**config.mk**
```make
export PLATFORM = sky130hd
export DESIGN_NAME = mat_mult
export DESIGN_NICKNAME = d
export VERILOG_FILES = /design/src/chol_pkg.sv /design/src/mat_mult.sv
export SDC_FILE = /design/constraint.sdc
export NUM_CORES = 2
export LEC_CHECK = 0
export BUFFER_PORTS_ARGS = -buffer_cell sky130_fd_sc_hd__buf_2
export CORE_ASPECT_RATIO = 0.75
export CORE_MARGIN = 2
export CORE_UTILIZATION = 55
export CTS_BUF_LIST = sky130_fd_sc_hd__clkbuf_2 sky130_fd_sc_hd__clkbuf_4 sky130_fd_sc_hd__clkbuf_8
export CTS_CLUSTER_DIAMETER = 100
export DETAILED_ROUTE_END_ITERATION = 12
export GPL_ROUTABILITY_DRIVEN = 0
export GPL_TIMING_DRIVEN = 0
export PLACE_DENSITY = 0.88
export SLEW_MARGIN = 20
export SYNTH_ARGS = -nofsm -noshare
export SYNTH_HDL_FRONTEND = slang
export SYNTH_SLANG_ARGS = --single-unit
```
**constraint.sdc**
```tcl
create_clock -name i -period 10.7 [get_ports i]
set_input_delay 2.14 -clock i [delete_from_list [all_inputs] [get_ports i]]
set_output_delay 2.14 -clock i [all_outputs]
set_load 0.02 [all_outputs]
```
**src/chol_pkg.sv**
```systemverilog
// ~~~~~~~~~~~~~~~~~~~~
// signed fixed point, no saturation; sizes fixed for a 3x3 matrix
// ~~~~~~~~~~~~~~~~~~~~
`default_nettype none

package chol_pkg;

	// matrix order and word format
	localparam int N = 3;
	localparam int WIDTH = 32;
	localparam int FRAC = 12;
	localparam int IDX_W = $clog2(N);

	// divider steps, one quotient bit each
	localparam int DIV_STEPS = WIDTH + FRAC;
	localparam int DIV_CNT_W = $clog2(DIV_STEPS + 1);

	// root of a radicand widened by FRAC bits
	localparam int ROOT_W = (WIDTH + FRAC) / 2;
	localparam int ROOT_BIT_W = $clog2(ROOT_W);

	typedef logic signed [WIDTH-1:0] data_t;
	typedef logic [IDX_W-1:0] idx_t;

	localparam data_t ONE = data_t'(1 << FRAC);

	// row then column
	typedef data_t [N-1:0][N-1:0] mat_t;

	typedef struct packed {
		data_t dividend;
		data_t divisor;
	} div_req_t;

	typedef enum logic [2:0] {IDLE, FACTOR, TRI_INV, PRODUCT, HOLD} seq_state_t;

	// full product, arithmetic shift truncates
	function automatic data_t fx_mul(input data_t a, input data_t b);
		logic signed [2*WIDTH-1:0] full;
		full = a * b;
		return data_t'(full >>> FRAC);
	endfunction

endpackage

`default_nettype wire
```
**src/mat_mult.sv**
```systemverilog
// ~~~~~~~~~~~~~~~~~~~~
// p = transpose(x) * x, one product per cycle
// ~~~~~~~~~~~~~~~~~~~~
`timescale 1ns/1ns
`default_nettype none

module mat_mult (
	input logic i,
	input logic arst_n,
	input logic start,
	input chol_pkg::mat_t x,
	output chol_pkg::mat_t p,
	output logic done
);
	import chol_pkg::*;

	typedef enum logic {M_IDLE, M_RUN} mm_state_t;

	mm_state_t state_q;
	idx_t r_q;
	idx_t c_q;
	idx_t k_q;
	data_t acc_q;
	data_t sum;
	logic last_k;

	// column r of x against column c of x
	assign sum = acc_q + fx_mul(x[k_q][r_q], x[k_q][c_q]);
	assign last_k = k_q == idx_t'(N - 1);

	always_ff @(posedge i or negedge arst_n) begin
		if (!arst_n) begin
			state_q <= M_IDLE;
			r_q <= '0;
			c_q <= '0;
			k_q <= '0;
			done <= 1'b0;
		end else begin
			done <= 1'b0;
			case (state_q)
				M_IDLE: if (start) begin
					state_q <= M_RUN;
					r_q <= '0;
					c_q <= '0;
					k_q <= '0;
				end
				M_RUN: begin
					if (!last_k) begin
						k_q <= k_q + 1'b1;
					end else begin
						k_q <= '0;
						if (c_q == idx_t'(N - 1)) begin
							c_q <= '0;
							if (r_q == idx_t'(N - 1)) begin
								state_q <= M_IDLE;
								done <= 1'b1;
							end else begin
								r_q <= r_q + 1'b1;
							end
						end else begin
							c_q <= c_q + 1'b1;
						end
					end
				end
				default: state_q <= M_IDLE;
			endcase
		end
	end

	always_ff @(posedge i) begin
		if (state_q == M_IDLE) begin
			acc_q <= '0;
		end else if (last_k) begin
			p[r_q][c_q] <= sum;
			acc_q <= '0;
		end else begin
			acc_q <= sum;
		end
	end

endmodule

`default_nettype wire

```
==> results.json, run 1 <==
{
  "grt_pass1_vias": 46400,
  "synth-seq-area-share_pct": 23.3,
  "start_util_pct": 55.5,
  "grt_overflow_total": 37,
  "synth_nets": 5235,
  "cts_sinks": 328,
  "numCtsBuffers": 40,
  "grt_pass1_wl_mm": 316,
  "clock_path_buffers": 3,
  "synth_cells": 4001,
  "die_w_um": 318,
  "synth_top_area_cell": "fa_1",
  "dp_hpwl_mm": 126,
  "yosysMostFrequentCell": "inv_1",
  "h-tree-depth": 2,
  "synth.area.top_cells": "fa_1 37%, edfxtp_1 21%, inv_1 7.1%",
  "netlist_area_sq_mm": 0.0407,
  "synth-edff-count": 288,
  "synth_common_cells": "767 x inv_1, 746 x fa_1, 553 x nor2_1",
  "num_io_pins": 580,
  "die_h_um": 239,
  "track_usage_pct": 58.5,
  "failing_step": "5_1_grt",
  "ys_ff_latch": 328,
  "yosysWarnings": 0,
  "synth_area_per_cell_sq_um": 10.2,
  "async_flop_share_pct": 2.44,
  "synth_ff_type": "edfxtp_1",
  "clock-root-buffer": "clkbuf_8",
  "status": "stopped before the end",
  "yosysUniqueCellTypes": 64,
  "synth_top_area_share_pct": 36.7,
  "stop_error": "[ERROR GRT-0116] Global routing finished with congestion. Check the congestion regions in the DRC Viewer.",
  "grt_max_degree": 26,
  "rows": 86,
  "portBuffers": 579,
  "holdBufCountCts": 0
}
## through the flow
step | setup slack (ns) | instance area (sq um) | cells
after floorplan | -0.703 | 41000 | 4001
after global placement | -3.17 | 45100 | 5548
after detailed placement | -3.51 | 45500 | 5571
after CTS | -1.11 | 49800 | 5783
## timing repair
action / CTS
buffers inserted: 142
pin swaps: 99
resized for setup: 581
gates cloned: 4
endpoints found under the setup margin: 320
## cells by family after synthesis
kind of cell	Yosys count	synth area share (%)
AND/OR/NAND/NOR	1160	12.8
flip-flops	328	23.3
multiplexers	110	3.09
XOR/XNOR	97	2.29
buffers and inverters	971	9.08
AO/OA/AOI/OAI	392	6.56
adder cells (fa/ha/maj)	943	42.8
## per-layer routing
layer | GRT overflow | global-route usage [%]
met1 | 0 | 56.9
met2 | 19 | 73.0
met3 | 0 | 47.9
met4 | 18 | 55.3
met5 | 0 | 30.2
==> inputs of run 2 (changes only) <==
==> config.mk (replaced) <==
export PLATFORM = sky130hd
export DESIGN_NAME = mat_mult
export DESIGN_NICKNAME = d
export VERILOG_FILES = /design/src/chol_pkg.sv /design/src/mat_mult.sv
export SDC_FILE = /design/constraint.sdc
export NUM_CORES = 2
export LEC_CHECK = 0
export BUFFER_PORTS_ARGS = -buffer_cell sky130_fd_sc_hd__buf_2
export CORE_MARGIN = 2
export CORE_UTILIZATION = 40
export DETAILED_ROUTE_END_ITERATION = 12
export GPL_ROUTABILITY_DRIVEN = 0
export GPL_TIMING_DRIVEN = 0
export PLACE_DENSITY_LB_ADDON = 0.15
export SLEW_MARGIN = 20
export SYNTH_ARGS = -nofsm -noshare
export SYNTH_HDL_FRONTEND = slang
export SYNTH_SLANG_ARGS = --single-unit
==> constraint.sdc (replaced) <==
create_clock -name i -period 13.91 [get_ports i]
set_input_delay 2.782 -clock i [delete_from_list [all_inputs] [get_ports i]]
set_output_delay 2.782 -clock i [all_outputs]
set_load 0.02 [all_outputs]
==> results.json, run 2 <==
{
  "via_per_inst": 5.33,
  "synth_common_cells": "767 x inv_1, 746 x fa_1, 553 x nor2_1",
  "dieArea_sq_mm": 0.104,
  "grt_max_degree": 26,
  "area_delta_synth_final_pct": 16.2,
  "crit_start": "x[210]",
  "ys_ff_latch": 328,
  "synth-edff-count": 288,
  "rows": 116,
  "clock-root-buffer": "clkbuf_16",
  "antenna_found_initial": 5,
  "hold_path.class": "reg -> reg",
  "core_area_sq_mm": 0.100,
  "layout-drive-gt1-share_pct": 21.0,
  "holdBufCountCts": 0,
  "cpMostUsedCell": "fa_1",
  "fin_crit_sh_pct": 97.6,
  "start_kind": "input pin",
  "clock_skew_ns": 0.0328,
  "numCtsBuffers": 27,
  "fin_cells": 6028,
  "fmax_mhz": 73.7,
  "wire_per_inst_um": 26.2,
  "finalHoldViolations": 0,
  "synth_top_area_share_pct": 36.7,
  "rsz0062_at_grt": "no",
  "final_common_cell": "inv_1",
  "synth_area_per_cell_sq_um": 10.2,
  "relSlewSlack_pct": 25.2,
  "worstSetupPathType": "in -> reg",
  "yosysMostFrequentCell": "inv_1",
  "cp-end-kind": "flop",
  "largest_register_ffs": 288,
  "synth-seq-area-share_pct": 23.3,
  "worstPathRequired_ns": 14.21,
  "drt_first_pass_iters": 5,
  "top_register": "p",
  "slew_viol_final": 0,
  "drc": 0,
  "dp_hpwl_mm": 133,
  "reg_top3": "p x288, acc_q x32",
  "synth_cells": 4001,
  "cpMaxStageDelayCell": "fa_1",
  "synth.area.top_cells": "fa_1 37%, edfxtp_1 21%, inv_1 7.1%",
  "async_flop_share_pct": 2.44,
  "multi_input_area_sq_mm": 0.0279,
  "yosysUniqueCellTypes": 64,
  "netlist_area_sq_mm": 0.0407,
  "hold_start": "r_q[1]$_DFFE_PN0P_",
  "worstPathMaxFanout": 10,
  "cts_tree": "done",
  "synth_ff_type": "edfxtp_1",
  "max_stage_delay_ns": 0.57,
  "clock_path_buffers": 3,
  "portBuffers": 579,
  "die_w_um": 323,
  "path_delay_family": "adder cells",
  "maxCapViolCount": 0,
  "grt_pass1_vias": 32900,
  "yosysWarnings": 0,
  "most-common-layout-cells": "767 x inv_1, 746 x fa_1, 617 x buf_2",
  "grt_pass1_wl_mm": 227,
  "fin_tns_setup_ns": 0,
  "fill_cells": 9820,
  "synth_nets": 5235,
  "placed_cells": 5972,
  "detail-route-antenna-nets": 0,
  "reg2reg_from": "k_q[1]$_DFFE_PN0P_",
  "dr.first_iter.drc_count": 2791,
  "track_usage_pct": 30.4,
  "num_io_pins": 580,
  "insertion_delay_ns": 0.57,
  "synth_top_area_cell": "fa_1",
  "h-tree-depth": 1,
  "setup_viol": 0,
  "path_buf_inv": 7,
  "start_util_pct": 40.5,
  "cts_sinks": 328,
  "wirelength_mm": 158,
  "max_slew.worst_pin.slew_ns": 1.12,
  "fin_nets": 5880,
  "status": "finished, final reports clean",
  "final-seq-area_sq_mm": 0.00949,
  "grt_overflow_total": 0,
  "cp.arrival_ns": 13.88,
  "num_vias": 32100,
  "die_h_um": 323,
  "min_period_ns": 13.57,
  "clk_pin_slew_ns": 0.07
}
## run 2: cell counts after synthesis
Identical to the previous run, type by type.
## run 2: path summary, 6_finish.rpt
kind                                       to  slack (ns)  cells past startpoint
hold reg to reg                done$_DFF_PN0_        0.78                      2
min in group asynchronous  k_q[0]$_DFFE_PN0P_        2.07                      1
max in group asynchronous      done$_DFF_PN0_       11.66                      1
hold / removal                 done$_DFF_PN0_        0.78                      2
setup / recovery              p[63]$_DFFE_PP_        0.34                     41
setup reg to reg              p[63]$_DFFE_PP_        0.46                     51
## run 2: repair_timing
action / in CTS / in global routing
buffers inserted: 2 / 5
endpoints found under the setup margin: 240 / 119
pin swaps: 2 / 4
resized for setup: 91 / 128
## run 2: layout make-up
class | count | share of cell area (%)
clock buffer | 32 | 1.49
sequential | 328 | 20.1
timing repair buffer | 621 | 7.18
clock inverter | 18 | 0.469
multi-input combinational | 2702 | 59.1
buffer | 196 | 2.00
inverter | 770 | 6.12
tap | 1357 | 3.59
antenna | 4 | 0.0212
## run 2: tightest hold or removal path: stages (launching register included)
cell	delay (ns)
dfrtp_1	0.35
ha_1	0.21
and3_1	0.18
## run 2: logic make-up after synthesis
| logic type | Yosys count | synth area share [%] |
|---|---|---|
| mux | 110 | 3.09 |
| flops | 328 | 23.3 |
| simple gates | 1160 | 12.8 |
| compound gates | 392 | 6.56 |
| buf+inv | 971 | 9.08 |
| xor+xnor | 97 | 2.29 |
| fa+ha+maj | 943 | 42.8 |
## run 2: per-stage QoR
| step | instance area [sq um] | util, % | worst slack, ns | hold slack [ns] |
|---|---|---|---|---|
| 4_1_cts | 47000 | 46.8 | -0.0160 | 0.767 |
| 3_5_place_dp | 45800 | 45.6 | -2.16 | 0.751 |
| 6_report | 47300 | 47.0 | 0.338 | 0.782 |
| 2_1_floorplan | 40700 | - | 0.985 | 0.579 |
| 3_3_place_gp | 45300 | 45.1 | -2.08 | 0.748 |
| 5_1_grt | 47200 | 47.0 | 0.00963 | 0.837 |
## run 2: layer usage
layer	part of all wire, %	track usage [%]	vias to the layer above
li1	-	-	13700
met1	38	38.7	16300
met2	47	49.6	1656
met3	7.9	4.80	408
met4	7.0	17.2	2
met5	0.0044	0	-
Power of run 2 is not shown: default switching activity piles up to over one toggle a cycle in this logic, so the estimate is an artifact.
