`src/chol_pkg.sv`:
```
// ~~~~~~~~~~~~~~~~~~~~
// signed fixed point, no saturation; sizes fixed for a 3x3 matrix
// ~~~~~~~~~~~~~~~~~~~~
`default_nettype none

package chol_pkg;

	// matrix order and word format
	localparam int N = 3;
	localparam int WIDTH = 32;
	localparam int FRAC = 12;
	localparam int IDX_W = $clog2(N);

	// divider steps, one quotient bit each
	localparam int DIV_STEPS = WIDTH + FRAC;
	localparam int DIV_CNT_W = $clog2(DIV_STEPS + 1);

	// root of a radicand widened by FRAC bits
	localparam int ROOT_W = (WIDTH + FRAC) / 2;
	localparam int ROOT_BIT_W = $clog2(ROOT_W);

	typedef logic signed [WIDTH-1:0] data_t;
	typedef logic [IDX_W-1:0] idx_t;

	localparam data_t ONE = data_t'(1 << FRAC);

	// row then column
	typedef data_t [N-1:0][N-1:0] mat_t;

	typedef struct packed {
		data_t dividend;
		data_t divisor;
	} div_req_t;

	typedef enum logic [2:0] {IDLE, FACTOR, TRI_INV, PRODUCT, HOLD} seq_state_t;

	// full product, arithmetic shift truncates
	function automatic data_t fx_mul(input data_t a, input data_t b);
		logic signed [2*WIDTH-1:0] full;
		full = a * b;
		return data_t'(full >>> FRAC);
	endfunction

endpackage

`default_nettype wire
```
`src/cholesky_block.sv`:
```
// ~~~~~~~~~~~~~~~~~~~~
// input assumed SPD; a must stay stable from start to done
// ~~~~~~~~~~~~~~~~~~~~
`timescale 1ns/1ns
`default_nettype none

module cholesky_block (
	input logic i,
	input logic arst_n,
	input logic start,
	input chol_pkg::mat_t a,
	output chol_pkg::mat_t l,
	output logic done,
	output chol_pkg::div_req_t div_req,
	output logic div_valid,
	input logic div_ready,
	input chol_pkg::data_t div_quotient,
	input logic div_done
);
	import chol_pkg::*;

	typedef enum logic [2:0] {C_IDLE, C_ACC, C_ROOT, C_DREQ, C_DWAIT} chol_state_t;

	chol_state_t state_q;
	idx_t j_q;
	idx_t r_q;
	idx_t k_q;
	data_t acc_q;
	data_t prod;
	logic [2*ROOT_W-1:0] rad_q;
	logic [2*ROOT_W-1:0] root_sq;
	logic [ROOT_W-1:0] root_q;
	logic [ROOT_W-1:0] root_try;
	logic [ROOT_W-1:0] root_nxt;
	logic [ROOT_BIT_W-1:0] bit_q;
	logic diag;
	logic acc_end;

	// one multiplier, L_rk * L_jk; on the diagonal r equals j
	assign prod = fx_mul(l[r_q][k_q], l[j_q][k_q]);
	assign diag = r_q == j_q;
	assign acc_end = k_q == j_q;

	// bit by bit floor root
	assign root_try = root_q | (ROOT_W'(1) << bit_q);
	assign root_sq = root_try * root_try;
	assign root_nxt = (root_sq <= rad_q) ? root_try : root_q;

	assign div_req = '{dividend: acc_q, divisor: l[j_q][j_q]};
	assign div_valid = state_q == C_DREQ;

	always_ff @(posedge i or negedge arst_n) begin
		if (!arst_n) begin
			state_q <= C_IDLE;
			j_q <= '0;
			r_q <= '0;
			k_q <= '0;
			bit_q <= '0;
			done <= 1'b0;
		end else begin
			done <= 1'b0;
			case (state_q)
				C_IDLE: if (start) begin
					state_q <= C_ACC;
					j_q <= '0;
					r_q <= '0;
					k_q <= '0;
				end
				C_ACC: begin
					if (!acc_end) begin
						k_q <= k_q + 1'b1;
					end else if (diag) begin
						state_q <= C_ROOT;
						bit_q <= ROOT_BIT_W'(ROOT_W - 1);
					end else begin
						state_q <= C_DREQ;
					end
				end
				C_ROOT: begin
					bit_q <= bit_q - 1'b1;
					if (bit_q == '0) begin
						if (j_q == idx_t'(N - 1)) begin
							state_q <= C_IDLE;
							done <= 1'b1;
						end else begin
							state_q <= C_ACC;
							r_q <= j_q + 1'b1;
							k_q <= '0;
						end
					end
				end
				C_DREQ: if (div_ready) state_q <= C_DWAIT;
				C_DWAIT: if (div_done) begin
					state_q <= C_ACC;
					k_q <= '0;
					// last row of the column moves to the next diagonal
					if (r_q == idx_t'(N - 1)) begin
						j_q <= j_q + 1'b1;
						r_q <= j_q + 1'b1;
					end else begin
						r_q <= r_q + 1'b1;
					end
				end
				default: state_q <= C_IDLE;
			endcase
		end
	end

	always_ff @(posedge i) begin
		case (state_q)
			C_IDLE: if (start) begin
				l <= '0;
				acc_q <= a[0][0];
			end
			C_ACC: begin
				if (!acc_end) begin
					acc_q <= acc_q - prod;
				end else if (diag) begin
					rad_q <= {acc_q, {FRAC{1'b0}}};
					root_q <= '0;
				end
			end
			C_ROOT: begin
				root_q <= root_nxt;
				if (bit_q == '0) begin
					l[j_q][j_q] <= data_t'(root_nxt);
					if (j_q != idx_t'(N - 1))
						acc_q <= a[j_q + 1'b1][j_q];
				end
			end
			C_DWAIT: if (div_done) begin
				l[r_q][j_q] <= div_quotient;
				if (r_q == idx_t'(N - 1))
					acc_q <= a[j_q + 1'b1][j_q + 1'b1];
				else
					acc_q <= a[r_q + 1'b1][j_q];
			end
			default: ;
		endcase
	end

	// a negative radicand means the input was not SPD
	a_rad_pos: assert property (@(posedge i) disable iff (!arst_n)
		state_q == C_ACC && acc_end && diag |-> acc_q >= 0);

endmodule

`default_nettype wire

```
`config.mk`:
```
export PLATFORM = sky130hd
export DESIGN_NAME = cholesky_block
export DESIGN_NICKNAME = d
export VERILOG_FILES = /design/src/chol_pkg.sv /design/src/cholesky_block.sv
export SDC_FILE = /design/constraint.sdc
export NUM_CORES = 2
export LEC_CHECK = 0
export BUFFER_PORTS_ARGS = -buffer_cell sky130_fd_sc_hd__buf_2
export CAP_MARGIN = 20
export CORE_MARGIN = 2
export CORE_UTILIZATION = 30
export CTS_BUF_LIST = sky130_fd_sc_hd__clkbuf_4
export DETAILED_ROUTE_END_ITERATION = 10
export PLACE_DENSITY = 0.49
export SLEW_MARGIN = 20
export SYNTH_ARGS = -nofsm -noshare
export SYNTH_HDL_FRONTEND = slang
export SYNTH_SLANG_ARGS = --single-unit
```
`constraint.sdc`:
```
create_clock -name i -period 51.3 [get_ports i]
set_input_delay 2.565 -clock i [delete_from_list [all_inputs] [get_ports i]]
set_output_delay 2.565 -clock i [all_outputs]
set_load 0.02 [all_outputs]
```
### Yosys cells after proc, flatten, opt, wreduce, memory -nomap -nowiden

Cells that the tools add are included.

* bits in registers: 389
* logic and storage cells: 141

* $add $sub $neg: 5
* $mul: 2
* order comparisons: 8
* eq/ne operators: 19
* shift operators: 1
* muxes and demuxes: 71
* bitwise gates (word level): 1
* reductions and logical operators: 16

Operators with widths (count)
* $mux 288: 3
* $pmux 288 s3: 1
* $bmux 96 s2: 4
* $bwmux 288: 2
* $mux 96: 6
* $mux 32: 13
* $bmux 32 s2: 6
* $demux 96 s2: 2
* $pmux 32 s4: 1
* $mux 22: 3
* $demux 32 s2: 1
* $le 44x44->1: 1
* $mul 22x22->44: 1
* $mul 32x32->44: 1
* $pmux 22 s2: 1
* $sub 32x32->32: 1
* $mux 2: 11
* $or 22x22->22: 1
* $shl 1x5->22 const A: 1
* $ne 2x2->1 const B: 10
* $lt 2x3->1 const B: 5
* $mux 3: 5
* $pmux 3 s5: 1
* $reduce_and 6->1: 2
* 24 further kinds: 40

### Logic depth before layout (Yosys ltp)

* depth in word-level cells: 9
* depth in mapped cells: 54
* gate-level depth less buffers: 45

### Worst setup path before layout

No wires, ideal clock.

* path kind: input to register
* from: input div_done
* to: register acc_q[0] (enable)
* library setup time: 399 ps
* arrival time: 28067 ps
* data required time: 50901 ps
* slack: 22834 ps
* cell stages on the path: 5
* path buffers: 0
* path through: mux2_2 > o22ai_1 > a211oi_1 > o21ai_0 > inv_1

* word-level cells in the longest chain between the ends: 2

Ends and longest elaborated chain
* start: declaration: RTL line cholesky_block.sv:18 `input logic div_done`
* $ne 2x2->1 (no line)
* $reduce_and 6->1 (no line)
* end signal: assignment: RTL line cholesky_block.sv:113 `acc_q <= a[0][0];`
* end signal: assignment: RTL line cholesky_block.sv:117 `acc_q <= acc_q - prod;`
* end signal: assignment: RTL line cholesky_block.sv:128 `acc_q <= a[j_q + 1'b1][j_q];`
* end: declaration: RTL line cholesky_block.sv:28 `data_t acc_q;`

No other way between the ends.
A chain may end at the register's enable or synchronous reset.

### Worst setup path after layout

* from: register j_q[0]
* to: register acc_q[29], data pin

* word-level cells in the longest chain between the ends: 8

Ends and longest elaborated chain
* start: declaration: RTL line cholesky_block.sv:25 `idx_t j_q;`
* start signal: assignment: RTL line cholesky_block.sv:98 `j_q <= j_q + 1'b1;`
* $bmux 96 s2 / $add 2x1->2 (equally long branches): RTL line cholesky_block.sv:40, cholesky_block.sv:128, cholesky_block.sv:134
* $mux 96 (not written as such) / $bmux 96 s2 (equally long branches): RTL line cholesky_block.sv:40, cholesky_block.sv:128, cholesky_block.sv:134
* $bmux 32 s2 / $mux 96 (equally long branches): RTL line cholesky_block.sv:40, cholesky_block.sv:128, cholesky_block.sv:134
* $mux 32 (not written as such) (tied with other cells): RTL line cholesky_block.sv:40 `assign prod = fx_mul(l[r_q][k_q], l[j_q][k_q]);`
* $mul 32x32->44 (tied with other cells): RTL line chol_pkg.sv:40 `full = a * b;`
* $sub 32x32->32 (tied with other cells): RTL line cholesky_block.sv:117
* $mux 32 (on tied branches): RTL line cholesky_block.sv:116, cholesky_block.sv:125, cholesky_block.sv:131
* $pmux 32 s4 (*): RTL line cholesky_block.sv:110 `case (state_q)`

Every way passes the cells marked *; elsewhere a longest branch is shown, timed or not. The select of a mux whose other input is x is not followed.

==> flow_summary.ini <==
[run_status]
status = finished clean

[clock_network]
cts_tree = done
post-cts-setup-buffers = 0
cts_resized = 0
htreeDepth = 3
postCtsHoldBufs = 0
clock_latency_ns = 1.23
cts_root_buf = clkbuf_4
clk_pin_slew_ns = 0.08
clock_path_buffers = 3
cts.sinks = 389
numCtsBuffers = 115

[routing]
num_vias = 60600
drt_pass1_iterations = 8
wl_um = 333000
drtIter0Drc = 6026
vias_per_cell = 5.55
drc_errors = 0
ant_nets = 0
routedWlPerCell_um = 30.5

[floorplanning]
die_area_sq_um = 231000
io_pins = 679
die_w_um = 481
start_util = 0.302
placementRows = 174
coreArea_sq_um = 225000
fp.dieH_um = 481

[finish]
final_util = 0.341
layout-drive-gt1-share = 0.174
nFillCells = 23400
nets = 9605
synthToLayoutAreaGrowth_pct = 12.6
design_area_sq_um = 76800

[worst_setup_path]
r2r-start = j_q[0]$_DFFE_PN0P_
start_kind = register
crit_fanout = 55
cp_top_family = adder cells
endpoint_kind = register
slowest_stage = buf_4
cp_data_required_time_ns = 52.19
cp.arrival_ns = 14.08
cp_num_buf_inv = 6
crit_start = j_q[0]$_DFFE_PN0P_
max_stage_delay_ns = 0.79
path_class = reg -> reg
crit_top_cell = fa_1

[place]
place.gp.congestion = 0.966
hpwl_um = 253000
portBuffers = 678
placed_cell_area_sq_um = 75200

[timing]
rsz0062_at_grt = no
worstMarginPinSlew_ns = 1.16
finalClockSkew_ns = 0.0983
setup_viol = 0
fin_setup_tns_ns = 0
max_freq_ghz = 0.0758
hold_viol_final = 0
slew_viol_final = 0
slew_headroom = 0.221
period_share = 0.257
whs_ns = 0.566
min_period_ns = 13.19

[synthesis]
syn_area_sq_um = 68100
syn_inst = 7302
synth_top_area_share = 0.320
synth_cell_types = 103
synth_nets = 9106
synth.area.top_cells = fa_1 (32%), edfxtp_1 (16%), ha_1 (7.1%)
async_flop_share = 0.0386
ys_ff_latch = 389
synth_edf_count = 374
synth_ff_type = edfxtp_1
syn_area_per_cell_sq_um = 9.33
yosysWarnings = 0
synth_top_area_cell = fa_1
ys_seq_area_frac = 0.170

[global_routing]
grt_antenna_before_repair = 36
grt_start_max_net_pins = 165
track_usage = 0.283
grt_pass1_wl_um = 469000
globalRouteOverflowTotal = 0
grt_pass1_vias = 62700

[run]
cap_violations = 0

[worst_hold_path]
holdCritPathClass = reg -> reg
hp-start = bit_q[0]$_DFFE_PN0P_
[cells in the final DEF (no fill, tap or decap), types with 113 or more instances in the layout]
cell	synthesis	final
fa_1	1090	1090
a22oi_1	268	266
o21ai_0	415	408
ha_1	389	387
nor2_1	636	622
inv_1	1260	1255
edfxtp_1	374	374
xnor2_1	113	113
a21oi_1	277	274
clkbuf_4	0	176
buf_2	45	678
buf_4	14	178
mux2_2	123	123
nand2_1	715	707
mux2i_1	144	144
[sequential cells by signal (all words and copies together), names as in the netlist, 2 cells and up]
signal / count
state_q: 3
acc_q: 32
k_q: 2
l: 288
bit_q: 5
rad_q: 32
r_q: 2
j_q: 2
root_q: 22
[logic make-up after synthesis]
group / synth area share
flops: 0.170
mux: 0.0657
xor+xnor: 0.0220
simple gates: 0.0996
buf+inv: 0.0990
fa+ha+maj: 0.392
compound gates: 0.152
[path summary, 6_finish.rpt]
check / to / slack (ns) / depth (start not counted)
worst max-delay path: acc_q[29]$_DFFE_PP_ / 38.11 / 36
worst min-delay path: bit_q[0]$_DFFE_PN0P_ / 0.57 / 1
worst max register to register: acc_q[29]$_DFFE_PP_ / 38.11 / 36
worst min register to register: bit_q[0]$_DFFE_PN0P_ / 0.57 / 1
max in group asynchronous: bit_q[1]$_DFFE_PN0P_ / 49.57 / 1
min in group asynchronous: j_q[0]$_DFFE_PN0P_ / 1.32 / 1
[synthesized netlist by cell type, types with 37 or more instances]
master,instances
xor2_1,54
nand2_1,715
buf_2,45
a22oi_1,268
mux2_2,123
inv_1,1260
a221oi_1,41
a22o_1,91
clkbuf_1,351
buf_1,56
o21ai_0,415
o21ai_1,37
edfxtp_1,374
mux2i_1,144
nor2_1,636
mux4_2,64
and2_1,39
ha_1,389
fa_1,1090
nand2b_1,47
a221o_1,41
nor2b_1,54
xnor2_1,113
a21o_1,86
a21oi_1,277
[layer usage]
metal / vias up / track usage / wire length [um]
met5: - / 0 / 56
met4: 8 / 0.173 / 23400
met3: 836 / 0.0650 / 30700
met2: 3541 / 0.452 / 151000
met1: 31000 / 0.346 / 128000
li1: 25200 / - / -
[layout make-up]
| class | instances | area, sq um | area share |
|---|---|---|---|
| Antenna cell | 27 | 67.6 | 0.000880 |
| Clock buffer | 176 | 1320 | 0.0172 |
| Clock inverter | 36 | 183 | 0.00238 |
| Inverter | 1269 | 4770 | 0.0621 |
| Multi-Input combinational cell | 5167 | 50300 | 0.655 |
| Sequential cell | 389 | 11600 | 0.151 |
| Tap cell | 2992 | 3740 | 0.0488 |
| Timing Repair Buffer | 859 | 4800 | 0.0625 |
[stage by stage]
stage                     std cells  setup WS [ns]
after CTS                     10900          38.22
after floorplan                7302          22.83
final                         10900          38.11
after detailed placement      10700          38.17
after global placement        10700          38.30
after global routing          10900          37.55
Power is not shown: default switching activity piles up to over one toggle a cycle in this logic, so the estimate is an artifact.
