[config.mk]
export PLATFORM = sky130hd
export DESIGN_NAME = array_div
export DESIGN_NICKNAME = d
export VERILOG_FILES = /design/src/chol_pkg.sv /design/src/array_div.sv
export SDC_FILE = /design/constraint.sdc
export NUM_CORES = 1
export LEC_CHECK = 0
export BUFFER_PORTS_ARGS = -buffer_cell sky130_fd_sc_hd__buf_2
export CORE_MARGIN = 5
export CORE_UTILIZATION = 59
export DETAILED_ROUTE_END_ITERATION = 12
export PLACE_DENSITY_LB_ADDON = 0.1
export SETUP_SLACK_MARGIN = 0.15
export SLEW_MARGIN = 20
export SYNTH_ARGS = -nofsm -noshare
export SYNTH_HDL_FRONTEND = slang
export SYNTH_SLANG_ARGS = --single-unit
[constraint.sdc]
create_clock -name i -period 3.4 [get_ports i]
set_input_delay 0.34 -clock i [delete_from_list [all_inputs] [get_ports i]]
set_output_delay 0.34 -clock i [all_outputs]
set_load 0.05 [all_outputs]
[src/chol_pkg.sv]
// ~~~~~~~~~~~~~~~~~~~~
// signed fixed point, no saturation; sizes fixed for a 3x3 matrix
// ~~~~~~~~~~~~~~~~~~~~
`default_nettype none

package chol_pkg;

	// matrix order and word format
	localparam int N = 3;
	localparam int WIDTH = 32;
	localparam int FRAC = 12;
	localparam int IDX_W = $clog2(N);

	// divider steps, one quotient bit each
	localparam int DIV_STEPS = WIDTH + FRAC;
	localparam int DIV_CNT_W = $clog2(DIV_STEPS + 1);

	// root of a radicand widened by FRAC bits
	localparam int ROOT_W = (WIDTH + FRAC) / 2;
	localparam int ROOT_BIT_W = $clog2(ROOT_W);

	typedef logic signed [WIDTH-1:0] data_t;
	typedef logic [IDX_W-1:0] idx_t;

	localparam data_t ONE = data_t'(1 << FRAC);

	// row then column
	typedef data_t [N-1:0][N-1:0] mat_t;

	typedef struct packed {
		data_t dividend;
		data_t divisor;
	} div_req_t;

	typedef enum logic [2:0] {IDLE, FACTOR, TRI_INV, PRODUCT, HOLD} seq_state_t;

	// full product, arithmetic shift truncates
	function automatic data_t fx_mul(input data_t a, input data_t b);
		logic signed [2*WIDTH-1:0] full;
		full = a * b;
		return data_t'(full >>> FRAC);
	endfunction

endpackage

`default_nettype wire
[src/array_div.sv]
// ~~~~~~~~~~~~~~~~~~~~
// one request at a time; result WIDTH+FRAC+1 cycles after accept
// ~~~~~~~~~~~~~~~~~~~~
`timescale 1ns/1ns
`default_nettype none

module array_div (
	input logic i,
	input logic arst_n,
	input chol_pkg::div_req_t req,
	input logic req_valid,
	output logic req_ready,
	output chol_pkg::data_t quotient,
	output logic res_valid
);
	import chol_pkg::*;

	logic busy_q;
	logic [DIV_CNT_W-1:0] cnt_q;
	logic neg_q;
	logic [WIDTH-1:0] dvs_q;
	logic [WIDTH-1:0] rem_q;
	logic [DIV_STEPS-1:0] quo_q;
	logic [WIDTH-1:0] dvd_mag;
	logic [WIDTH-1:0] dvs_mag;
	logic [WIDTH:0] rem_sh;
	logic fits;

	// magnitudes, sign restored at the end
	assign dvd_mag = req.dividend[WIDTH-1] ? -req.dividend : req.dividend;
	assign dvs_mag = req.divisor[WIDTH-1] ? -req.divisor : req.divisor;
	assign req_ready = !busy_q;

	// restoring step
	assign rem_sh = {rem_q, quo_q[DIV_STEPS-1]};
	assign fits = rem_sh >= {1'b0, dvs_q};

	always_ff @(posedge i or negedge arst_n) begin
		if (!arst_n) begin
			busy_q <= 1'b0;
			cnt_q <= '0;
			res_valid <= 1'b0;
		end else begin
			res_valid <= 1'b0;
			if (req_valid && req_ready) begin
				busy_q <= 1'b1;
				cnt_q <= DIV_CNT_W'(DIV_STEPS);
			end else if (busy_q) begin
				if (cnt_q == '0) begin
					busy_q <= 1'b0;
					res_valid <= 1'b1;
				end else begin
					cnt_q <= cnt_q - 1'b1;
				end
			end
		end
	end

	always_ff @(posedge i) begin
		if (req_valid && req_ready) begin
			neg_q <= req.dividend[WIDTH-1] ^ req.divisor[WIDTH-1];
			dvs_q <= dvs_mag;
			rem_q <= '0;
			// dividend pre-shifted by the fraction width
			quo_q <= {dvd_mag, {FRAC{1'b0}}};
		end else if (busy_q && cnt_q != '0) begin
			rem_q <= fits ? WIDTH'(rem_sh - {1'b0, dvs_q}) : rem_sh[WIDTH-1:0];
			quo_q <= {quo_q[DIV_STEPS-2:0], fits};
		end else if (busy_q) begin
			quotient <= neg_q ? -data_t'(quo_q[WIDTH-1:0]) : data_t'(quo_q[WIDTH-1:0]);
		end
	end

	// the client blocks must never divide by zero
	a_no_zero_div: assert property (@(posedge i) disable iff (!arst_n)
		req_valid && req_ready |-> req.divisor != '0);

endmodule

`default_nettype wire

; After elaboration in Yosys (flattened, before gate mapping)
; Cells that the tools add are included.
; W data, S select, Z words.
[classes]
bitwise = 3
n_eq_ne = 1
add_sub_neg = 5
muxes = 15
n_reduce_logical = 9
n_lt_le_gt_ge = 1
[op_table]
columns = operator, n
row1 = $mux W32, 3
row2 = $neg A32 Y32, 3
row3 = $mux W44, 2
row4 = $ge A33 B32 Y1, 1
row5 = $sub A32 B32 Y32, 1
row6 = $mux W31, 1
row7 = $mux W6, 3
row8 = $logic_not A6 Y1, 1
row9 = $mux W1, 6
row10 = $reduce_bool A6 Y1, 1
row11 = $sub A6 B1 Y6 const B, 1
row12 = $reduce_bool A2 Y1, 2
row13 = $reduce_and A3 Y1, 1
row14 = $logic_and A1 B1 Y1, 2
row15 = $ne A2 B1 Y1 const B, 1
row16 = $not A1 Y1, 2
row17 = $reduce_and A2 Y1, 1
row18 = $logic_not A1 Y1, 1
row19 = $xor A1 B1 Y1, 1
[word_totals]
input_bits = 67
elab_cells = 44
register_bits = 149

; Depth between registers and ports, before layout
[logic_depth]
ltp_word = 4
ltp_mapped = 14
depth_no_buf = 13

; Worst setup path before layout
; No wires, ideal clock.
[synth_path]
kind = input to register
start = in req[40] in the netlist's numbering
end = reg quo_q[37], data pin
t_required_ns = 3.143
setup_slack_ns = 0.203
path_buffers = 0
arrival_time_ns = 2.941
cell_stages = 8
setup_time_ns = 0.257
path_cell_list = or4_4 or3_4 or4_4 or4_4 or4_4 o31ai_4 xor2_1 o21ai_1
[synth_between]
elab_chain_cells = 3
[synth_rtl]
columns = element, line_no
row1 = "start, declared", array_div.sv:10  ; input chol_pkg::div_req_t req,
row2 = $neg A32 Y32, array_div.sv:30  ; assign dvd_mag = req.dividend[WIDTH-1] ? -req.dividend : req.dividend;
row3 = $mux W32, array_div.sv:30
row4 = $mux W44, array_div.sv:60  ; if (req_valid && req_ready) begin
row5 = "end signal, assigned", array_div.sv:65  ; quo_q <= {dvd_mag, {FRAC{1'b0}}};
row6 = "end signal, assigned", array_div.sv:68  ; quo_q <= {quo_q[DIV_STEPS-2:0], fits};
row7 = "end, declared", array_div.sv:23  ; logic [DIV_STEPS-1:0] quo_q;
; No other way between the ends.
; A chain may end at the register's enable or synchronous reset.

; Final worst setup path
[layout_path]
start = reg quo_q[43]
end = reg rem_q[30]
[layout_between]
elab_chain_cells = 2
word_cells_on_any_way = 3
cone_classes = 1 x add/sub / 1 x order compare / 1 x mux
[layout_rtl]
columns = element, line_no
row1 = $sub A32 B32 Y32 or $ge A33 B32 Y1 (tied branches), "array_div.sv:67, array_div.sv:36"
row2 = $mux W32 (*), array_div.sv:67  ; rem_q <= fits ? WIDTH'(rem_sh - {1'b0, dvs_q}) : rem_sh[WIDTH-1:0];
row3 = "end signal, assigned", array_div.sv:67
row4 = "end, declared", array_div.sv:22  ; logic [WIDTH-1:0] rem_q;
; Mark *: on every way between the ends. The rest lies on a longest branch, timed or not.

==> metrics.log <==
[metrics] relative contribution of sequential cells to total power: 0.351
[metrics] number of buffers on the longest clock path: 2
[metrics] worst setup path startpoint: quo_q[43]
[metrics] initial DRC count: 514
[metrics] clock sink count: 149
[metrics] P_int: 5.45 mW
[metrics] number of global-route vias before repair: 6,826
[metrics] final worst setup slack: 0.338 ns
[metrics] HPWL after detailed placement: 14,200 um
[metrics] netlist area before placement: 8900 um2
[metrics] total grt overflow: 0
[metrics] pre-CTS WS: -0.0401 ns
[metrics] Final period util: 0.901
[metrics] core box area: 15,000 um2
[metrics] net count of the mapped netlist: 1,055
[metrics] Ys Warns: 0
[metrics] total negative slack: 0 ns
[metrics] final non-filler cell total: 1,269
[metrics] I/O pin total: 101
[metrics] Syn Inst Count: 951
[metrics] number of antenna cells inserted: 0
[metrics] count of endpoints failing hold in the final timing report: 0
[metrics] minimum period implied by the final worst setup slack: 3.06 ns
[metrics] clk root buf: sky130_fd_sc_hd__clkbuf_16
[metrics] Switching Fraction: 0.395
[metrics] Die ar.: 17,700 um2
[metrics] port buffer count: 100
[metrics] cell accounting for the most synthesized area: sky130_fd_sc_hd__edfxtp_1
[metrics] total leakage power: 4.27 nW
[metrics] Horiz. Die Dim: 133 um
[metrics] final antenna-violating net count: 0
[metrics] setup repair after global routing missed its margin: yes
[metrics] class of the most critical hold timing path: input port to flip-flop
[metrics] run status: finished clean
[metrics] switching power of the nets: 3.55 mW
[metrics] layout cell share with drive strength beyond 1: 0.168
[metrics] Post-Synthesis Mean Instance Area: 9.36 um2
[metrics] Pins Over Slew Limit: 0
[metrics] H-Tree Level Count: 4
[metrics] wire length of the first global-routing pass: 32,200 um
[metrics] Filler Cells Inserted: 1,190
[metrics] remaining max-slew budget at the tightest pin: 0.399
[metrics] clock tree from TritonCTS: done
[metrics] via total after detailed routing: 7,273
[metrics] CP Capture Type: flip-flop
[metrics] antenna violations before repair: 0
[metrics] capture instance of the worst register-to-register path: rem_q[30]
[metrics] number of remaining DRC errors: 0
[metrics] global-route usage over all layers: 0.223
[metrics] transition at the pin with the smallest max-transition slack: 0.902 ns
[metrics] layout net count: 1,173
[metrics] top cell type's share of synthesized area: 0.327
[metrics] maximum fanout along the worst path: 2
[metrics] Area growth syn-to-layout: 16.5%
[metrics] total design power: 8.99 mW
[metrics] clk_lat worst skew: 0.42 ns
[metrics] Synth cell types: 59
[metrics] share of power burned in combinational logic: 0.453
[metrics] Clock Power Share: 0.196
[metrics] primary flip-flop cell chosen by synthesis mapping: sky130_fd_sc_hd__edfxtp_1
[metrics] Max Clock Freq: 0.327 GHz
[metrics] part of the Yosys area used for sequential elements: 0.449
[metrics] Fin Hold WS: 0.183 ns
[metrics] maximum number of pins on one net before global-route repair: 62
[metrics] register bit count reported by yosys: 149
[metrics] cell area after placement: 9750 um2
[metrics] CP Data Required Time: 3.70 ns
[metrics] critical path endpoint: rem_q[30]
[metrics] placement row count: 45
[metrics] initial core utilization: 0.595
[metrics] worst clock skew: 0.00823 ns
[metrics] clock-pin transition on the worst setup and hold timing paths: 0.06 ns
[metrics] category of the most critical setup path: flip-flop to flip-flop
[metrics] Via-to-Cell Ratio: 5.73
[metrics] share of flip-flops with an asynchronous set or reset after synthesis: 0.0537
[metrics] number of enable-type register cells in the synthesized netlist: 97
[metrics] Placed Cells: 1,235
[metrics] area occupied by multi-input gates: 4600 um2
[metrics] Setup Viol. Count Final: 0
[metrics] startpoint type of the worst setup path: flip-flop
[metrics] r2r setup slk: 0.34 ns
[metrics] peak ir drop on the vdd network: 0.390 mV
[metrics] Seq. cell area: 3990 um2
[metrics] number of cells on the worst reg-to-reg path: 14
[metrics] Post-Layout Inst Area: 10,400 um2
[metrics] cell types with the highest counts after synthesis: 139 x sky130_fd_sc_hd__nand2_1, 105 x sky130_fd_sc_hd__o21ai_0, 97 x sky130_fd_sc_hd__edfxtp_1, 68 x sky130_fd_sc_hd__xnor2_1, 58 x sky130_fd_sc_hd__inv_1
[metrics] Die Height: 133 um
[metrics] first drt pass iteration count: 7
[metrics] overall routed net length: 19,700 um
[metrics] Max Cap Viol: 0
[metrics] global placement routability congestion: 0.924
[metrics] arrival time of data at the critical path endpoint: 3.37 ns
[metrics] pwr dens: 867 nW/um2
[metrics] most frequent cell after synthesis: sky130_fd_sc_hd__nand2_1
[metrics] worst reg2reg startpoint: quo_q[43]
[metrics] Synth area leaders: sky130_fd_sc_hd__edfxtp_1 33%, sky130_fd_sc_hd__dfxtp_1 9.9%, sky130_fd_sc_hd__xnor2_1 6.7%, sky130_fd_sc_hd__o21ai_0 5.9%, sky130_fd_sc_hd__nand2_1 5.9%
[metrics] final standard cell utilization of the core: 0.693
[metrics] Inserted Clock Buffers: 17
[metrics] routed length per placed instance: 15.5 um
registers in the layout (all words and copies together), names as in the netlist:
signal	flops
busy_q	1
cnt_q	6
dvs_q	32
neg_q	1
quo_q	44
quotient	32
rem_q	32
res_valid	1
worst min path at each step:
stage                       from   endpoint  slack [ns]  cells past startpoint
after global placement    arst_n  res_valid        0.19                      1
after CTS                 req[0]   dvs_q[0]        0.16                      1
after detailed placement  arst_n   cnt_q[4]        0.19                      1
after global routing      req[0]   dvs_q[0]        0.16                      1
final                     req[0]   dvs_q[0]        0.18                      1
after floorplan           arst_n     busy_q        0.04                      0
power groups by stage:
stage          Sequential [mW]  Clock, mW  Combinational [mW]
6_report                  3.16       1.76                4.08
5_1_grt                   3.23       1.87                4.58
4_1_cts                   3.14       1.79                4.00
3_5_place_dp              3.17          0                3.96
3_3_place_gp              3.15          0                3.87
2_1_floorplan             3.07          0                2.93
final cells by class:
type	count	area share
repair buffers	135	0.0750
well taps	188	0.0227
clock inverters	7	0.00458
multi-input cells	708	0.443
flip-flops and latches	149	0.385
inverters	58	0.0210
clock buffers	24	0.0485
cells in the final DEF (no fill, tap or decap), types with 9 or more instances in the layout:
cell	synthesis	routed
sky130_fd_sc_hd__nor2_1	35	34
sky130_fd_sc_hd__buf_4	1	33
sky130_fd_sc_hd__inv_1	58	58
sky130_fd_sc_hd__edfxtp_1	97	97
sky130_fd_sc_hd__buf_2	3	100
sky130_fd_sc_hd__a21oi_1	34	34
sky130_fd_sc_hd__nand2_1	139	139
sky130_fd_sc_hd__xnor2_1	68	68
sky130_fd_sc_hd__clkbuf_16	0	18
sky130_fd_sc_hd__ha_1	36	36
sky130_fd_sc_hd__o21ai_0	105	101
sky130_fd_sc_hd__o31ai_1	26	25
sky130_fd_sc_hd__o21ai_1	12	15
sky130_fd_sc_hd__dfxtp_1	44	44
sky130_fd_sc_hd__nand2b_1	9	9
sky130_fd_sc_hd__nor3_1	16	15
sky130_fd_sc_hd__o41ai_1	14	14
sky130_fd_sc_hd__mux2i_1	12	12
sky130_fd_sc_hd__or4_1	10	10
sky130_fd_sc_hd__a31oi_1	9	9
sky130_fd_sc_hd__a21o_1	16	16
sky130_fd_sc_hd__nand3_1	36	35
sky130_fd_sc_hd__xor2_1	51	51
cells by family after synthesis:
logic type | after synthesis | share of synthesized area
AND/OR/NAND/NOR | 288 | 0.152
AO/OA/AOI/OAI | 252 | 0.175
flip-flops | 149 | 0.449
XOR/XNOR | 119 | 0.117
buffers and inverters | 94 | 0.0413
adder cells (fa/ha/maj) | 37 | 0.0528
multiplexers | 12 | 0.0135
metal layers:
layer  wire [um]  GRT usage
met1        8910      0.287
met2        9320      0.372
met3        1040     0.0494
met4         402     0.0779
met5           0          0
critical path, stage by stage (launching register included):
cell and delay (ns):
sky130_fd_sc_hd__edfxtp_1 0.35, sky130_fd_sc_hd__inv_1 0.05, sky130_fd_sc_hd__ha_1 0.20, sky130_fd_sc_hd__fa_1 0.41, sky130_fd_sc_hd__nand2b_1 0.18, sky130_fd_sc_hd__a211o_1 0.33, sky130_fd_sc_hd__a311oi_2 0.25, sky130_fd_sc_hd__buf_4 0.16
sky130_fd_sc_hd__o21ai_2 0.07, sky130_fd_sc_hd__a311oi_2 0.25, sky130_fd_sc_hd__nor2_1 0.12, sky130_fd_sc_hd__o21ai_1 0.17, sky130_fd_sc_hd__a31oi_1 0.12, sky130_fd_sc_hd__xor2_1 0.19, sky130_fd_sc_hd__o21ai_1 0.09
what timing repair did:
action,in CTS,in global routing
setup endpoints to repair,1,32
hold buffers,1,0
pin swaps,0,3
endpoints found under the hold margin,8,0
buffers inserted,0,2
resized for setup,1,11
Note: power is estimated with default switching activity, not from simulation.
